===== src/mm2s_config.svh =====
`ifndef MM2S_CONFIG_SVH
`define MM2S_CONFIG_SVH

////////////////////
// video side

// bits per pixel
`define MM2S_PIXEL_W 8
// width and height register bits
`define MM2S_DIM_W 12

////////////////////
// memory read side

`define MM2S_DATA_W 32
`define MM2S_ADDR_W 32
// max beats in one read burst
`define MM2S_BURST_LEN 16
// fifo words, also the reader's starting credits
`define MM2S_FIFO_DEPTH 32

`endif


===== src/rd_pkg.sv =====
`include "mm2s_config.svh"

package rd_pkg;

	typedef logic [`MM2S_ADDR_W-1:0] addr_t;
	typedef logic [`MM2S_DATA_W-1:0] data_t;
	// arlen, beats minus one
	typedef logic [7:0] burst_len_t;

	////////////////////
	// register map

	typedef logic [2:0] reg_addr_t;

	localparam reg_addr_t REG_CTRL   = 3'd0;
	localparam reg_addr_t REG_WIDTH  = 3'd1;
	localparam reg_addr_t REG_HEIGHT = 3'd2;
	localparam reg_addr_t REG_BASE   = 3'd3;
	localparam reg_addr_t REG_STATUS = 3'd4;

endpackage


===== src/vid_pkg.sv =====
`include "mm2s_config.svh"

package vid_pkg;

	// pixels carried by one bus word
	localparam int PIXELS_PER_WORD = `MM2S_DATA_W / `MM2S_PIXEL_W;

	typedef logic [`MM2S_PIXEL_W-1:0] pixel_t;
	typedef logic [`MM2S_DIM_W-1:0] dim_t;

	// fifo word layout
	// pixel 0 in the low byte, then sof, eol on top
	localparam int SOF_BIT = PIXELS_PER_WORD * `MM2S_PIXEL_W;
	localparam int EOL_BIT = SOF_BIT + 1;

	typedef logic [EOL_BIT:0] fifo_word_t;

	// shown in place of pixels of a misaligned line
	localparam pixel_t MARKER_PIXEL = 8'hA5;

endpackage


===== src/mm2s_regs.sv =====
module mm2s_regs
	import rd_pkg::*;
	import vid_pkg::*;
(
	input  logic      f2s_aclk,
	input  logic      resetn,
	input  logic      reg_wr,
	input  reg_addr_t reg_addr,
	input  data_t     reg_wdata,
	output data_t     reg_rdata,
	output logic      enable,
	output logic      soft_rst,
	output dim_t      img_width,
	output dim_t      img_height,
	output addr_t     base_addr,
	input  logic      line_err,
	input  logic      frame_done
);

	logic       err_sticky;
	logic [7:0] frame_cnt;

	// control, geometry, base address
	always_ff @(posedge f2s_aclk) begin
		if (!resetn) begin
			enable     <= 1'b0;
			soft_rst   <= 1'b0;
			img_width  <= '0;
			img_height <= '0;
			base_addr  <= '0;
		end else begin
			// ctrl bit 1 gives a single cycle pulse
			soft_rst <= reg_wr && (reg_addr == REG_CTRL) && reg_wdata[1];
			if (reg_wr) begin
				case (reg_addr)
					REG_CTRL:   enable     <= reg_wdata[0];
					REG_WIDTH:  img_width  <= dim_t'(reg_wdata);
					REG_HEIGHT: img_height <= dim_t'(reg_wdata);
					REG_BASE:   base_addr  <= addr_t'(reg_wdata);
					default: ;
				endcase
			end
		end
	end

	// status, cleared by soft reset only
	always_ff @(posedge f2s_aclk) begin
		if (!resetn || soft_rst) begin
			err_sticky <= 1'b0;
			frame_cnt  <= '0;
		end else begin
			if (line_err)
				err_sticky <= 1'b1;
			if (frame_done)
				frame_cnt <= frame_cnt + 8'd1;
		end
	end

	// readback
	always_comb begin
		case (reg_addr)
			REG_CTRL:   reg_rdata = {30'd0, soft_rst, enable};
			REG_WIDTH:  reg_rdata = data_t'(img_width);
			REG_HEIGHT: reg_rdata = data_t'(img_height);
			REG_BASE:   reg_rdata = data_t'(base_addr);
			REG_STATUS: reg_rdata = {16'd0, frame_cnt, 7'd0, err_sticky};
			default:    reg_rdata = '0;
		endcase
	end

endmodule


===== src/mm2s_burst_reader.sv =====
`include "mm2s_config.svh"

module mm2s_burst_reader
	import vid_pkg::*;
	import rd_pkg::*;
(
	input  logic       f2s_aclk,
	input  logic       resetn,
	input  logic       soft_rst,
	input  logic       enable,
	input  logic       fsync,
	input  dim_t       img_width,
	input  dim_t       img_height,
	input  addr_t      base_addr,
	output logic       frame_pulse,
	output logic       resetting,
	output logic       arvalid,
	output addr_t      araddr,
	output burst_len_t arlen,
	input  logic       arready,
	input  logic       rvalid,
	input  data_t      rdata,
	input  logic       rlast,
	output logic       rready,
	output logic       wr_en,
	output fifo_word_t wr_data,
	input  logic       credit_ret
);

	localparam int WORDS_W    = 2 * `MM2S_DIM_W;
	localparam int CRED_W     = $clog2(`MM2S_FIFO_DEPTH) + 1;
	localparam int BEAT_W     = $clog2(`MM2S_BURST_LEN) + 1;
	// bus words in one 4 KB page
	localparam int PAGE_WORDS = 4096 / (`MM2S_DATA_W / 8);
	localparam int PAGE_W     = $clog2(PAGE_WORDS) + 1;

	logic               busy;
	logic               drop;
	logic               outstanding;
	logic               sof_pend;
	addr_t              cur_addr;
	logic [WORDS_W-1:0] frame_px;
	logic [WORDS_W-1:0] words_left;
	logic [CRED_W-1:0]  credits;
	logic [CRED_W-1:0]  ar_beats;
	logic [BEAT_W-1:0]  beats;
	logic [PAGE_W-1:0]  to_bound;
	dim_t               words_per_line;
	dim_t               col;
	logic               start;
	logic               issue;
	logic               ar_hs;
	logic               r_hs;
	logic               w_eol;

	assign ar_hs    = arvalid && arready;
	assign r_hs     = rvalid && rready;
	// one burst in flight at a time
	assign rready   = outstanding;
	assign ar_beats = CRED_W'(arlen) + CRED_W'(1);
	assign frame_px = img_width * img_height;
	assign w_eol    = (col == words_per_line - 1'b1);

	assign start = fsync && enable && !busy && !drop && !soft_rst;
	assign issue = busy && !arvalid && !outstanding && (words_left != '0) &&
		(credits >= CRED_W'(beats)) && !soft_rst;

	////////////////////
	// burst sizing
	always_comb begin
		// words left before the next 4 KB line, addr bits 11:2
		to_bound = PAGE_W'(PAGE_WORDS) - PAGE_W'(cur_addr[11:2]);
		beats = BEAT_W'(`MM2S_BURST_LEN);
		// cut at frame end
		if (words_left < WORDS_W'(`MM2S_BURST_LEN))
			beats = BEAT_W'(words_left);
		// never cross the page
		if (to_bound < PAGE_W'(beats))
			beats = BEAT_W'(to_bound);
	end

	////////////////////
	// address channel
	always_ff @(posedge f2s_aclk) begin
		if (!resetn) begin
			arvalid     <= 1'b0;
			outstanding <= 1'b0;
		end else begin
			// arvalid held until accepted, even across soft reset
			if (ar_hs) begin
				arvalid     <= 1'b0;
				outstanding <= 1'b1;
			end else if (issue) begin
				arvalid <= 1'b1;
			end
			if (r_hs && rlast)
				outstanding <= 1'b0;
		end
	end

	always_ff @(posedge f2s_aclk) begin
		if (issue) begin
			araddr <= cur_addr;
			arlen  <= burst_len_t'(beats) - 8'd1;
		end
	end

	// frame pointer and line geometry
	always_ff @(posedge f2s_aclk) begin
		if (start) begin
			cur_addr       <= base_addr;
			words_per_line <= img_width >> 2;
		end else if (ar_hs) begin
			cur_addr <= cur_addr + (addr_t'(ar_beats) << 2);
		end
	end

	////////////////////
	// frame control and credits
	always_ff @(posedge f2s_aclk) begin
		if (!resetn) begin
			busy        <= 1'b0;
			drop        <= 1'b0;
			frame_pulse <= 1'b0;
			resetting   <= 1'b1;
			credits     <= CRED_W'(`MM2S_FIFO_DEPTH);
			words_left  <= '0;
			sof_pend    <= 1'b0;
			col         <= '0;
		end else if (soft_rst) begin
			busy        <= 1'b0;
			frame_pulse <= 1'b0;
			resetting   <= 1'b1;
			// fifo is flushed on the same cycle
			credits     <= CRED_W'(`MM2S_FIFO_DEPTH);
			words_left  <= '0;
			// a burst still on the bus is drained and thrown away
			drop        <= arvalid || outstanding;
		end else begin
			resetting   <= 1'b0;
			frame_pulse <= start;
			if (start) begin
				busy       <= 1'b1;
				words_left <= frame_px >> 2;
				sof_pend   <= 1'b1;
				col        <= '0;
			end else if (ar_hs && !drop) begin
				words_left <= words_left - WORDS_W'(ar_beats);
			end else if (busy && (words_left == '0) && !arvalid && !outstanding) begin
				busy <= 1'b0;
			end
			// taken at the handshake, returned per pop
			credits <= credits - ((ar_hs && !drop) ? ar_beats : '0) +
				CRED_W'(credit_ret);
			// word position within the line
			if (r_hs && !drop) begin
				sof_pend <= 1'b0;
				col      <= w_eol ? '0 : col + 1'b1;
			end
			if (drop && !arvalid && !outstanding)
				drop <= 1'b0;
		end
	end

	////////////////////
	// fifo write, one cycle after the beat
	always_ff @(posedge f2s_aclk) begin
		if (!resetn)
			wr_en <= 1'b0;
		else
			wr_en <= r_hs && !drop && !soft_rst;
	end

	always_ff @(posedge f2s_aclk) begin
		if (r_hs) begin
			wr_data[SOF_BIT-1:0] <= rdata;
			wr_data[SOF_BIT]     <= sof_pend;
			wr_data[EOL_BIT]     <= w_eol;
		end
	end

endmodule


===== src/mm2s_word_fifo.sv =====
`include "mm2s_config.svh"

module mm2s_word_fifo
	import vid_pkg::*;
(
	input  logic       f2s_aclk,
	input  logic       resetn,
	input  logic       flush,
	input  logic       wr_en,
	input  fifo_word_t wr_data,
	input  logic       rd_en,
	output fifo_word_t rd_data,
	output logic       empty,
	output logic       credit_ret
);

	localparam int DEPTH = `MM2S_FIFO_DEPTH;
	localparam int AW    = $clog2(DEPTH);

	fifo_word_t  mem [DEPTH];
	// extra top bit tells full from empty
	logic [AW:0] wr_ptr;
	logic [AW:0] rd_ptr;
	logic        push;
	logic        pop;

	// no full check, the credits keep the writer in bounds
	assign push       = wr_en && !flush;
	assign pop        = rd_en && !empty && !flush;
	assign empty      = (wr_ptr == rd_ptr);
	// one credit back per word popped
	assign credit_ret = pop;

	always_ff @(posedge f2s_aclk) begin
		if (!resetn || flush) begin
			wr_ptr <= '0;
			rd_ptr <= '0;
		end else begin
			if (push)
				wr_ptr <= wr_ptr + 1'b1;
			if (pop)
				rd_ptr <= rd_ptr + 1'b1;
		end
	end

	always_ff @(posedge f2s_aclk) begin
		if (push)
			mem[wr_ptr[AW-1:0]] <= wr_data;
	end

	// registered read, data valid the cycle after rd_en
	always_ff @(posedge f2s_aclk) begin
		if (pop)
			rd_data <= mem[rd_ptr[AW-1:0]];
	end

endmodule


===== src/mm2s_stream_out.sv =====
module mm2s_stream_out
	import vid_pkg::*;
(
	input  logic       f2s_aclk,
	input  logic       resetn,
	input  logic       soft_rst,
	input  dim_t       img_width,
	input  dim_t       img_height,
	input  logic       empty,
	output logic       rd_en,
	input  fifo_word_t rd_data,
	output logic       tvalid,
	output pixel_t     tdata,
	output logic       tuser,
	output logic       tlast,
	input  logic       tready,
	output logic       line_err,
	output logic       frame_done
);

	localparam int PIX_W = $bits(pixel_t);
	localparam int CNT_W = $clog2(PIXELS_PER_WORD) + 1;

	// word waiting on the fifo output register
	logic                             hold_v;
	logic [PIXELS_PER_WORD*PIX_W-1:0] sh_data;
	logic                             sh_eol;
	logic [CNT_W-1:0]                 sh_cnt;
	logic                             bad_word;
	dim_t                             col;
	dim_t                             row;
	logic                             beat;
	logic                             last_px;
	logic                             last_row;
	logic                             load;
	logic                             word_eol;
	logic                             mismatch;

	assign tvalid  = (sh_cnt != '0);
	assign beat    = tvalid && tready;
	assign last_px = (sh_cnt == CNT_W'(1));
	// refill as the last pixel of a word leaves
	assign load    = hold_v && (!tvalid || (last_px && beat));
	assign rd_en   = !empty && (!hold_v || load) && !soft_rst;

	////////////////////
	// markers from own counters, live geometry
	assign tuser    = (col == '0) && (row == '0);
	assign tlast    = (col >= img_width - 1'b1);
	assign last_row = (row >= img_height - 1'b1);

	// word says line ends at its last pixel
	assign word_eol   = sh_eol && last_px;
	assign mismatch   = tvalid && (word_eol != tlast);
	assign tdata      = (bad_word || mismatch) ? MARKER_PIXEL : sh_data[PIX_W-1:0];
	assign line_err   = beat && mismatch;
	assign frame_done = beat && tlast && last_row;

	always_ff @(posedge f2s_aclk) begin
		if (!resetn || soft_rst)
			hold_v <= 1'b0;
		else if (rd_en)
			hold_v <= 1'b1;
		else if (load)
			hold_v <= 1'b0;
	end

	// pixels left in the shift register
	always_ff @(posedge f2s_aclk) begin
		if (!resetn || soft_rst) begin
			sh_cnt   <= '0;
			bad_word <= 1'b0;
		end else if (load) begin
			sh_cnt   <= CNT_W'(PIXELS_PER_WORD);
			bad_word <= 1'b0;
		end else if (beat) begin
			sh_cnt   <= sh_cnt - 1'b1;
			// rest of the word stays marked
			bad_word <= bad_word || mismatch;
		end
	end

	always_ff @(posedge f2s_aclk) begin
		if (load) begin
			sh_data <= rd_data[PIXELS_PER_WORD*PIX_W-1:0];
			sh_eol  <= rd_data[EOL_BIT];
		end else if (beat) begin
			// next pixel into the low byte
			sh_data <= sh_data >> PIX_W;
		end
	end

	////////////////////
	// column and row
	always_ff @(posedge f2s_aclk) begin
		if (!resetn || soft_rst) begin
			col <= '0;
			row <= '0;
		end else if (beat) begin
			if (tlast) begin
				col <= '0;
				row <= last_row ? '0 : row + 1'b1;
			end else begin
				col <= col + 1'b1;
			end
		end
	end

endmodule


===== src/mm2s_top.sv =====
module mm2s_top
	import vid_pkg::*;
	import rd_pkg::*;
(
	input  logic       f2s_aclk,
	input  logic       resetn,
	input  logic       fsync,
	// register port
	input  logic       reg_wr,
	input  reg_addr_t  reg_addr,
	input  data_t      reg_wdata,
	output data_t      reg_rdata,
	// read bus
	output logic       arvalid,
	output addr_t      araddr,
	output burst_len_t arlen,
	input  logic       arready,
	input  logic       rvalid,
	input  data_t      rdata,
	input  logic       rlast,
	output logic       rready,
	output logic       resetting,
	output logic       frame_pulse,
	// video stream
	output logic       tvalid,
	output pixel_t     tdata,
	output logic       tuser,
	output logic       tlast,
	input  logic       tready
);

	logic       enable;
	logic       soft_rst;
	dim_t       img_width;
	dim_t       img_height;
	addr_t      base_addr;
	logic       line_err;
	logic       frame_done;
	logic       wr_en;
	fifo_word_t wr_data;
	logic       rd_en;
	fifo_word_t rd_data;
	logic       empty;
	logic       credit_ret;

	mm2s_regs i_regs (
		.f2s_aclk, .resetn, .reg_wr, .reg_addr, .reg_wdata, .reg_rdata,
		.enable, .soft_rst, .img_width, .img_height, .base_addr,
		.line_err, .frame_done
	);

	mm2s_burst_reader i_reader (
		.f2s_aclk, .resetn, .soft_rst, .enable, .fsync,
		.img_width, .img_height, .base_addr, .frame_pulse, .resetting,
		.arvalid, .araddr, .arlen, .arready, .rvalid, .rdata, .rlast, .rready,
		.wr_en, .wr_data, .credit_ret
	);

	// soft reset empties the fifo
	mm2s_word_fifo i_fifo (
		.f2s_aclk, .resetn, .flush(soft_rst), .wr_en, .wr_data,
		.rd_en, .rd_data, .empty, .credit_ret
	);

	mm2s_stream_out i_stream (
		.f2s_aclk, .resetn, .soft_rst, .img_width, .img_height,
		.empty, .rd_en, .rd_data, .tvalid, .tdata, .tuser, .tlast, .tready,
		.line_err, .frame_done
	);

endmodule


===== config.mk =====
export PLATFORM = sky130hd
export DESIGN_NAME = mm2s_top
export DESIGN_NICKNAME = d
export VERILOG_FILES = /design/src/rd_pkg.sv /design/src/vid_pkg.sv /design/src/mm2s_regs.sv /design/src/mm2s_burst_reader.sv /design/src/mm2s_word_fifo.sv /design/src/mm2s_stream_out.sv /design/src/mm2s_top.sv
export VERILOG_INCLUDE_DIRS = /design/src
export SDC_FILE = /design/constraint.sdc
export NUM_CORES = 2
export LEC_CHECK = 0
export BUFFER_PORTS_ARGS = -buffer_cell sky130_fd_sc_hd__clkbuf_2
export CAP_MARGIN = 5
export CORE_MARGIN = 2
export CORE_UTILIZATION = 45
export DETAILED_ROUTE_END_ITERATION = 7
export HOLD_SLACK_MARGIN = 0.05
export PLACE_DENSITY_LB_ADDON = 0.08
export REMOVE_ABC_BUFFERS = 1
export SLEW_MARGIN = 5
export SYNTH_ARGS = -nofsm -noshare
export SYNTH_HDL_FRONTEND = slang
export SYNTH_SLANG_ARGS = --single-unit

===== constraint.sdc =====
create_clock -name f2s_aclk -period 8.3 [get_ports f2s_aclk]
set_input_delay 0.415 -clock f2s_aclk [delete_from_list [all_inputs] [get_ports f2s_aclk]]
set_output_delay 0.415 -clock f2s_aclk [all_outputs]
set_load 0.005 [all_outputs]

Yosys cells after proc, flatten, opt, wreduce, memory -nomap -nowiden
Memory sizes are Yosys's and may differ from the RTL's. A register that Yosys moved wholly into a read port is not among the register bits.
Index checks and enable logic that the tools add are counted.
{"block": "totals", "mem_count": 1, "word_cells": 174, "register_bits": 307, "output_inout_bits": 87, "mem_bits_rw": 1088, "inputBits": 75}
{"memory": "i_fifo.mem", "words": 32, "width": 34, "rd": 1, "rd_ports_with_merged_regs": 1, "write_ports": 1, "line": "mm2s_word_fifo.sv:20", "source": "fifo_word_t mem [DEPTH];"}
{"block": "classes", "n_bitwise": 2, "add_sub_neg": 17, "eq_ne": 9, "magnitude_cmp": 5, "n_mul": 1, "reduce_logical": 75, "mux": 30}
{"operator": "$pmux W32 S5", "n": 1}
{"operator": "$mux W32", "n": 4}
{"operator": "$mux W12", "n": 5}
{"operator": "$mux W22", "n": 2}
{"operator": "$add A12 B1 Y12 const B", "n": 3}
{"operator": "$logic_and A1 B1 Y1", "n": 36}
{"operator": "$add A32 B8 Y32", "n": 1}
{"operator": "$ge A12 B12 Y1", "n": 2}
{"operator": "$logic_not A12 Y1", "n": 2}
{"operator": "$logic_not A24 Y1", "n": 1}
{"operator": "$lt A24 B5 Y1 const B", "n": 1}
{"operator": "$mul A12 B12 Y24", "n": 1}
{"operator": "$reduce_bool A24 Y1", "n": 1}
{"operator": "$sub A12 B1 Y12 const B", "n": 2}
{"operator": "$sub A24 B6 Y24", "n": 1}
{"operator": "$add A6 B1 Y6 const B", "n": 3}
{"operator": "$reduce_and A2 Y1", "n": 7}
{"operator": "$reduce_bool A2 Y1", "n": 7}
{"operator": "$eq A12 B12 Y1", "n": 1}
{"operator": "$mux W1", "n": 12}
{"operator": "$lt A11 B5 Y1", "n": 1}
{"operator": "$sub A10 B1 Y11 const B", "n": 1}
{"operator": "$sub A11 B10 Y11 const A", "n": 1}
{"operator": "$mux W5", "n": 2}
{"operator": "other kinds (22)", "n": 41}

Logic depth before layout (Yosys ltp)
{"block": "logic_depth", "word_depth": 11, "ltp_mapped": 21, "ltp_nobuf": 19}

Cells and area by module
From an unflattened synthesis, not the netlist that was laid out.
{"block": "hier_totals", "hier_cells": 4077, "hier_area_um2": 63493.4}
{"module": "mm2s_word_fifo", "cells_per_inst": 2024, "seq_area_each_um2": 33932.5, "n_inst": 1, "area_each_um2": 43762.0}
{"module": "mm2s_burst_reader", "cells_per_inst": 1320, "seq_area_each_um2": 4424.2, "n_inst": 1, "area_each_um2": 12793.5}
{"module": "mm2s_stream_out", "cells_per_inst": 365, "seq_area_each_um2": 1571.5, "n_inst": 1, "area_each_um2": 3852.4}
{"module": "mm2s_regs", "cells_per_inst": 368, "seq_area_each_um2": 1341.3, "n_inst": 1, "area_each_um2": 3085.5}

Worst setup path before layout
No wires, ideal clock.
{"block": "synth_path", "path_type": "reg-to-reg", "startpoint": "register i_reader.words_left[15]", "endpoint": "register i_reader.araddr[0] (enable)", "required_time_ns": 7.852, "synth_period_minus_slack_ns": 6.153, "setup_time_ns": 0.448, "path_buffers": 1, "path_slack_ns": 2.147, "arrival_ns": 5.706, "path_stages_with_launch": 19, "cell_sequence": "dfxtp_1 > or4_1 > or3_4 > nor4_2 > buf_4 > nand2_1 > ha_1 > a21o_1 > a21o_1 > a221oi_4 > nand2_4 > a21o_1 > ha_1 > nand2b_1 > a21o_1 > a21oi_1 > nor2b_1 > o21ai_0 > a21oi_1"}
{"block": "synth_between", "elab_chain_cells": 7, "elab_cells_between_ends": 9}
{"item": "start, declared", "line": "mm2s_burst_reader.sv:43", "source": "logic [WORDS_W-1:0] words_left;"}
{"item": "start signal, assigned", "line": "mm2s_burst_reader.sv:144", "source": "words_left <= frame_px >> 2;"}
{"item": "start signal, assigned", "line": "mm2s_burst_reader.sv:148", "source": "words_left <= words_left - WORDS_W'(ar_beats);"}
{"item": "$lt A24 B5 Y1", "line": "mm2s_burst_reader.sv:75", "source": "if (words_left < WORDS_W'(`MM2S_BURST_LEN))"}
{"item": "$mux W5", "line": "mm2s_burst_reader.sv:75"}
{"item": "$lt A11 B5 Y1", "line": "mm2s_burst_reader.sv:78", "source": "if (to_bound < PAGE_W'(beats))"}
{"item": "$mux W5", "line": "mm2s_burst_reader.sv:78"}
{"item": "$ge A6 B5 Y1", "line": "mm2s_burst_reader.sv:66", "source": "(credits >= CRED_W'(beats)) && !soft_rst;"}
{"item": "$logic_and A1 B1 Y1 (*)", "line": "mm2s_burst_reader.sv:65", "source": "assign issue = busy && !arvalid && !outstanding && (words_left != '0) &&"}
{"item": "$logic_and A1 B1 Y1 (*)", "line": "mm2s_burst_reader.sv:66"}
{"item": "named net i_reader.issue", "line": "mm2s_burst_reader.sv:51", "source": "logic issue;"}
{"item": "end signal, assigned", "line": "mm2s_burst_reader.sv:103", "source": "araddr <= cur_addr;"}
{"item": "end, declared", "line": "mm2s_burst_reader.sv:18", "source": "output addr_t araddr,"}
Mark *: on every way through the listed nets, which the timed path passes. The rest lies on a longest branch.
A chain may end at the register's enable or synchronous reset.

Worst setup path after layout
{"block": "layout_path", "startpoint": "register i_regs.img_width[6]", "endpoint": "register i_reader.words_left[20]"}
{"block": "layout_between", "elab_chain_cells": 2}
{"item": "start, declared", "line": "mm2s_regs.sv:13", "source": "output dim_t img_width,"}
{"item": "start signal, assigned", "line": "mm2s_regs.sv:37", "source": "REG_WIDTH: img_width <= dim_t'(reg_wdata);"}
{"item": "$mul A12 B12 Y24", "line": "mm2s_burst_reader.sv:61", "source": "assign frame_px = img_width * img_height;"}
{"item": "$mux W22", "line": "mm2s_burst_reader.sv:142", "source": "if (start) begin"}
No other way between the ends.

==> results.md <==
- Drt first pass iters: 6
- I/O pin count: 162
- Die Wd: roughly 370 um
- Main combinational cell family by area after synthesis: multiplexers
- H-tree levels: 4
- Synth Area in Compound Gates: 0.0328
- CP endpoint: i_reader.words_left[20]$_SDFFE_PP0P_
- Crit path time final: 5.75 ns
- Portion of netlist area occupied by mux cells: 0.136
- # setup viols final: 0
- Initial antenna violation count: 1
- Routed length per instance: around 27 um
- CTS Root Cell: clkbuf_16
- Final antenna-violating net count: 0
- Setup slack after layout: about 2.5 ns
- Ys flop type: edfxtp_1
- Die extent in y: 372 um
- Layout Skew: between 0.015 and 0.02 ns
- YS warnings: 0
- Initial core utilization: 0.452
- Average size of a mapped cell: 16.4 um2
- Worst-Margin Slew: approximately 1.0 ns
- Setup crit start kind: flop
- Register area share after synthesis: 0.659
- FF-to-FF setup slack: approximately 2.5 ns
- CP peak stage delay: 0.82 ns
- Worst path cell trace: nand2_1 -> fa_1 -> fa_1 -> inv_1 -> fa_1 -> fa_1 -> inv_1 -> fa_1 -> inv_1 -> ha_1 -> nand3_1 -> a211oi_1 -> a211oi_1 -> o21ba_2 -> o311ai_0 -> o32a_1 -> nand2_1
- Count of different cell masters after synthesis: 75
- Global route overflow: 0
- Number of synthesized register bits: 1,392
- Hold path cells: 2
- Biggest area consumer among synthesized cells: edfxtp_1
- Overall power: approximately 17 mW
- # resized after CTS: 0
- Setup CP Type: reg -> reg
- R2R Path Start: i_regs.img_width[6]$_SDFFE_PN0P_
- Die area: 139,000 um2
- Slowest-stage cell, CP: dfxtp_1
- Status: completed
- Core Rows: between 100 and 150
- Gr usage total: 0.232
- Final HPWL DP: around 90,000 um
- Cts bufs inserted: 150
- DR vias: ~34,000
- First-pass GRT wire length: roughly 230,000 um
- Hold path startpoint: resetn
- Final Max Slew Viols: 0
- Crit path DAT: between 6 and 7 ns
- Hold Crit Class: in -> reg
- Yosys top cell area share: 0.608
- Post-Place Setup Slack: between 2 and 3 ns
- Maximum clock rate: 174 MHz
- Final period utilization: 0.693
- Routability cong.: around 0.85
- Largest net degree at the start of global routing: 64
- Share of cells above drive strength 1: 0.221
- PortBufs: roughly 160
- CP Max Fanout: 20
- Deepest clock path buffer count: 3
- Initial drt markers: about 2,600
- Pwr Density: around 240 nW/um2
- Worst VDD drop: about 0.18 mV
- Post-synth EDFFs: 1,235
- Worst setup EP type: flop
- Ranking of synthesized cells by area: edfxtp_1 (61%), mux4_2 (12%), dfxtp_1 (5.2%)
- Mapped Area: slightly above 60,000 um2
- Critical Path Stages: 17
- Post-Syn Instances: between 3,000 and 4,000
- DR DRC count: 0
- Worst reg2reg path depth: 17
- Worst path bufs/invs: 3
- Critical Path Source: i_regs.img_width[6]$_SDFFE_PN0P_
- Filler cell count: between 10,000 and 15,000
- Delay-heaviest family, CP: adder cells
- Nets: between 4,000 and 5,000
- WP data required: around 9.0 ns
- Ys async rst share: 0
- Routed WL: about 160,000 um
- XOR/XNOR Fraction of Synth Area: 0.0215
- FF-to-FF End: i_reader.words_left[20]$_SDFFE_PP0P_
- Final Hold Violating Endpoints: 0
- Vias per inst: 5.72
- Max-capacitance violation count: 0
- RSZ-0062 raised after global routing: no
- Crit-path most repeated cell: fa_1
- Number of global-route vias before repair: around 34,000
- LEAKAGE: 23.4 nW
- Insertion delay to the later sink of the worst-skew pair: between 0.7 and 0.8 ns
- Core Box Area: between 100,000 and 150,000 um2
- Setup bufs post-CTS: 0
- Simple-gate portion of the synthesized area: 0.0646
- Adder-Cell Fraction of Synth Area: 0.0617
- Worst-path clk slew: roughly 0.060 ns
- Area grow syn2layout: 14.5%
- Slew HR: 0.301
- CTS tree: yes
- Clock Sinks: ~1,400
- Post-CTS Hold Fix Bufs: slightly below 70
[routing by layer]
layer	vias to the layer above	wire length, um	GRT usage
li1	14800	-	-
met1	17700	67100	0.317
met2	1003	78800	0.389
met3	211	8150	0.0346
met4	0	3610	0.0634
met5	-	0	0
[worst reg2reg max path: stages, from the launching register on]
cell and delay (ns):
dfxtp_1 0.82, nand2_1 0.18, fa_1 0.53, fa_1 0.52, inv_1 0.05, fa_1 0.49, fa_1 0.56, inv_1 0.06
fa_1 0.53, inv_1 0.04, ha_1 0.35, nand3_1 0.13, a211oi_1 0.32, a211oi_1 0.09, o21ba_2 0.25, o311ai_0 0.46
o32a_1 0.23, nand2_1 0.05
[metrics by stage]
step	utilization	hold WS [ns]	TNS [ns]	area (um2)	std cells
after floorplan	-	0.400	-350.65	60300	3537
after global placement	0.475	0.403	0	64100	5554
after detailed placement	0.475	0.406	0	64100	5554
after CTS	0.518	0.151	0	69900	5896
after global routing	0.518	0.194	0	69900	5896
final	0.518	0.215	0	69900	5897
[cell type report]
class                   count  area [um2]  share of cell area
flip-flops and latches   1392       40200               0.576
multi-input cells        1952       19600               0.280
clock buffers             185        4060              0.0582
well taps                1781        2230              0.0319
repair buffers            304        2050              0.0293
clock inverters            89         965              0.0138
inverters                 193         724              0.0104
diodes                      1        2.50           0.0000358
[worst min-delay path by stage]
stage                               endpoint  slack, ns
6_report       i_reader.arvalid$_SDFFE_PP0P_       0.21
4_1_cts         i_reader.col[4]$_SDFFE_PN0P_       0.15
3_3_place_gp    i_reader.araddr[0]$_DFFE_PP_       0.40
2_1_floorplan   i_reader.araddr[0]$_DFFE_PP_       0.40
3_5_place_dp    i_reader.araddr[0]$_DFFE_PP_       0.41
5_1_grt         i_reader.col[4]$_SDFFE_PN0P_       0.19
[layout by cell type, fill, tap and decap left out, types with 31 or more instances in the layout]
| cell type | n |
|---|---|
| a21oi_1 | 130 |
| clkbuf_2 | 161 |
| buf_4 | 75 |
| nor2_1 | 135 |
| mux4_2 | 331 |
| o21ai_0 | 57 |
| nand2_1 | 330 |
| ha_1 | 136 |
| clkbuf_16 | 157 |
| fa_1 | 103 |
| xor2_1 | 60 |
| and2_1 | 68 |
| inv_1 | 189 |
| nor3_1 | 44 |
| dlygate4sd3_1 | 68 |
| edfxtp_1 | 1235 |
| dfxtp_1 | 152 |
| mux2_2 | 57 |
| xnor2_1 | 90 |
| nand3_1 | 42 |
| and3_1 | 31 |
[power by group]
group	leakage [nW]	internal [mW]	switching (mW)
Combinational	8.74	0.974	0.885
Clock	2.46	4.05	2.78
Sequential	12.3	7.72	0.124
Total	23.4	12.7	3.79
[state kept, by name, summed over array words and instances (netlist names), 10 cells and up]
| register | cells |
|---|---|
| i_fifo.mem | 1056 |
| i_fifo.rd_data | 33 |
| i_reader.araddr | 32 |
| i_reader.col | 12 |
| i_reader.cur_addr | 32 |
| i_reader.words_left | 24 |
| i_reader.words_per_line | 10 |
| i_reader.wr_data | 33 |
| i_regs.base_addr | 32 |
| i_regs.img_height | 12 |
| i_regs.img_width | 12 |
| i_stream.col | 12 |
| i_stream.row | 12 |
| i_stream.sh_data | 32 |
[Yosys cell counts, types with 6 or more instances]
cell type / number
a211oi_1: 17
a21o_1: 27
a21oi_1: 132
a31oi_1: 9
and2_1: 69
and3_1: 31
and4_1: 6
buf_1: 30
clkbuf_1: 154
dfxtp_1: 157
edfxtp_1: 1235
fa_1: 103
ha_1: 136
inv_1: 190
mux2_2: 57
mux2i_1: 19
mux4_2: 331
nand2_1: 330
nand2b_1: 16
nand3_1: 42
nand4_1: 27
nor2_1: 157
nor2b_1: 13
nor3_1: 54
nor3b_1: 8
nor4_1: 21
o21a_1: 7
o21ai_0: 58
o21ai_1: 10
o21bai_1: 9
o22ai_1: 8
o31ai_1: 11
or3_1: 14
or4_1: 14
xnor2_1: 90
xor2_1: 60
[cells by family (layout without fill, tap and decap cells)]
logic type / Yosys count / count (layout)
DFF: 1392 / 1392
and+or+nand+nor: 828 / 828
muxes: 408 / 408
buffers and inverters: 385 / 771
AOI/OAI and AO/OA: 327 / 327
adders and majority gates: 239 / 239
xor gates and xnor gates: 150 / 150
other: 0 / 1
No activity file was read; power rests on OpenSTA's default activity.
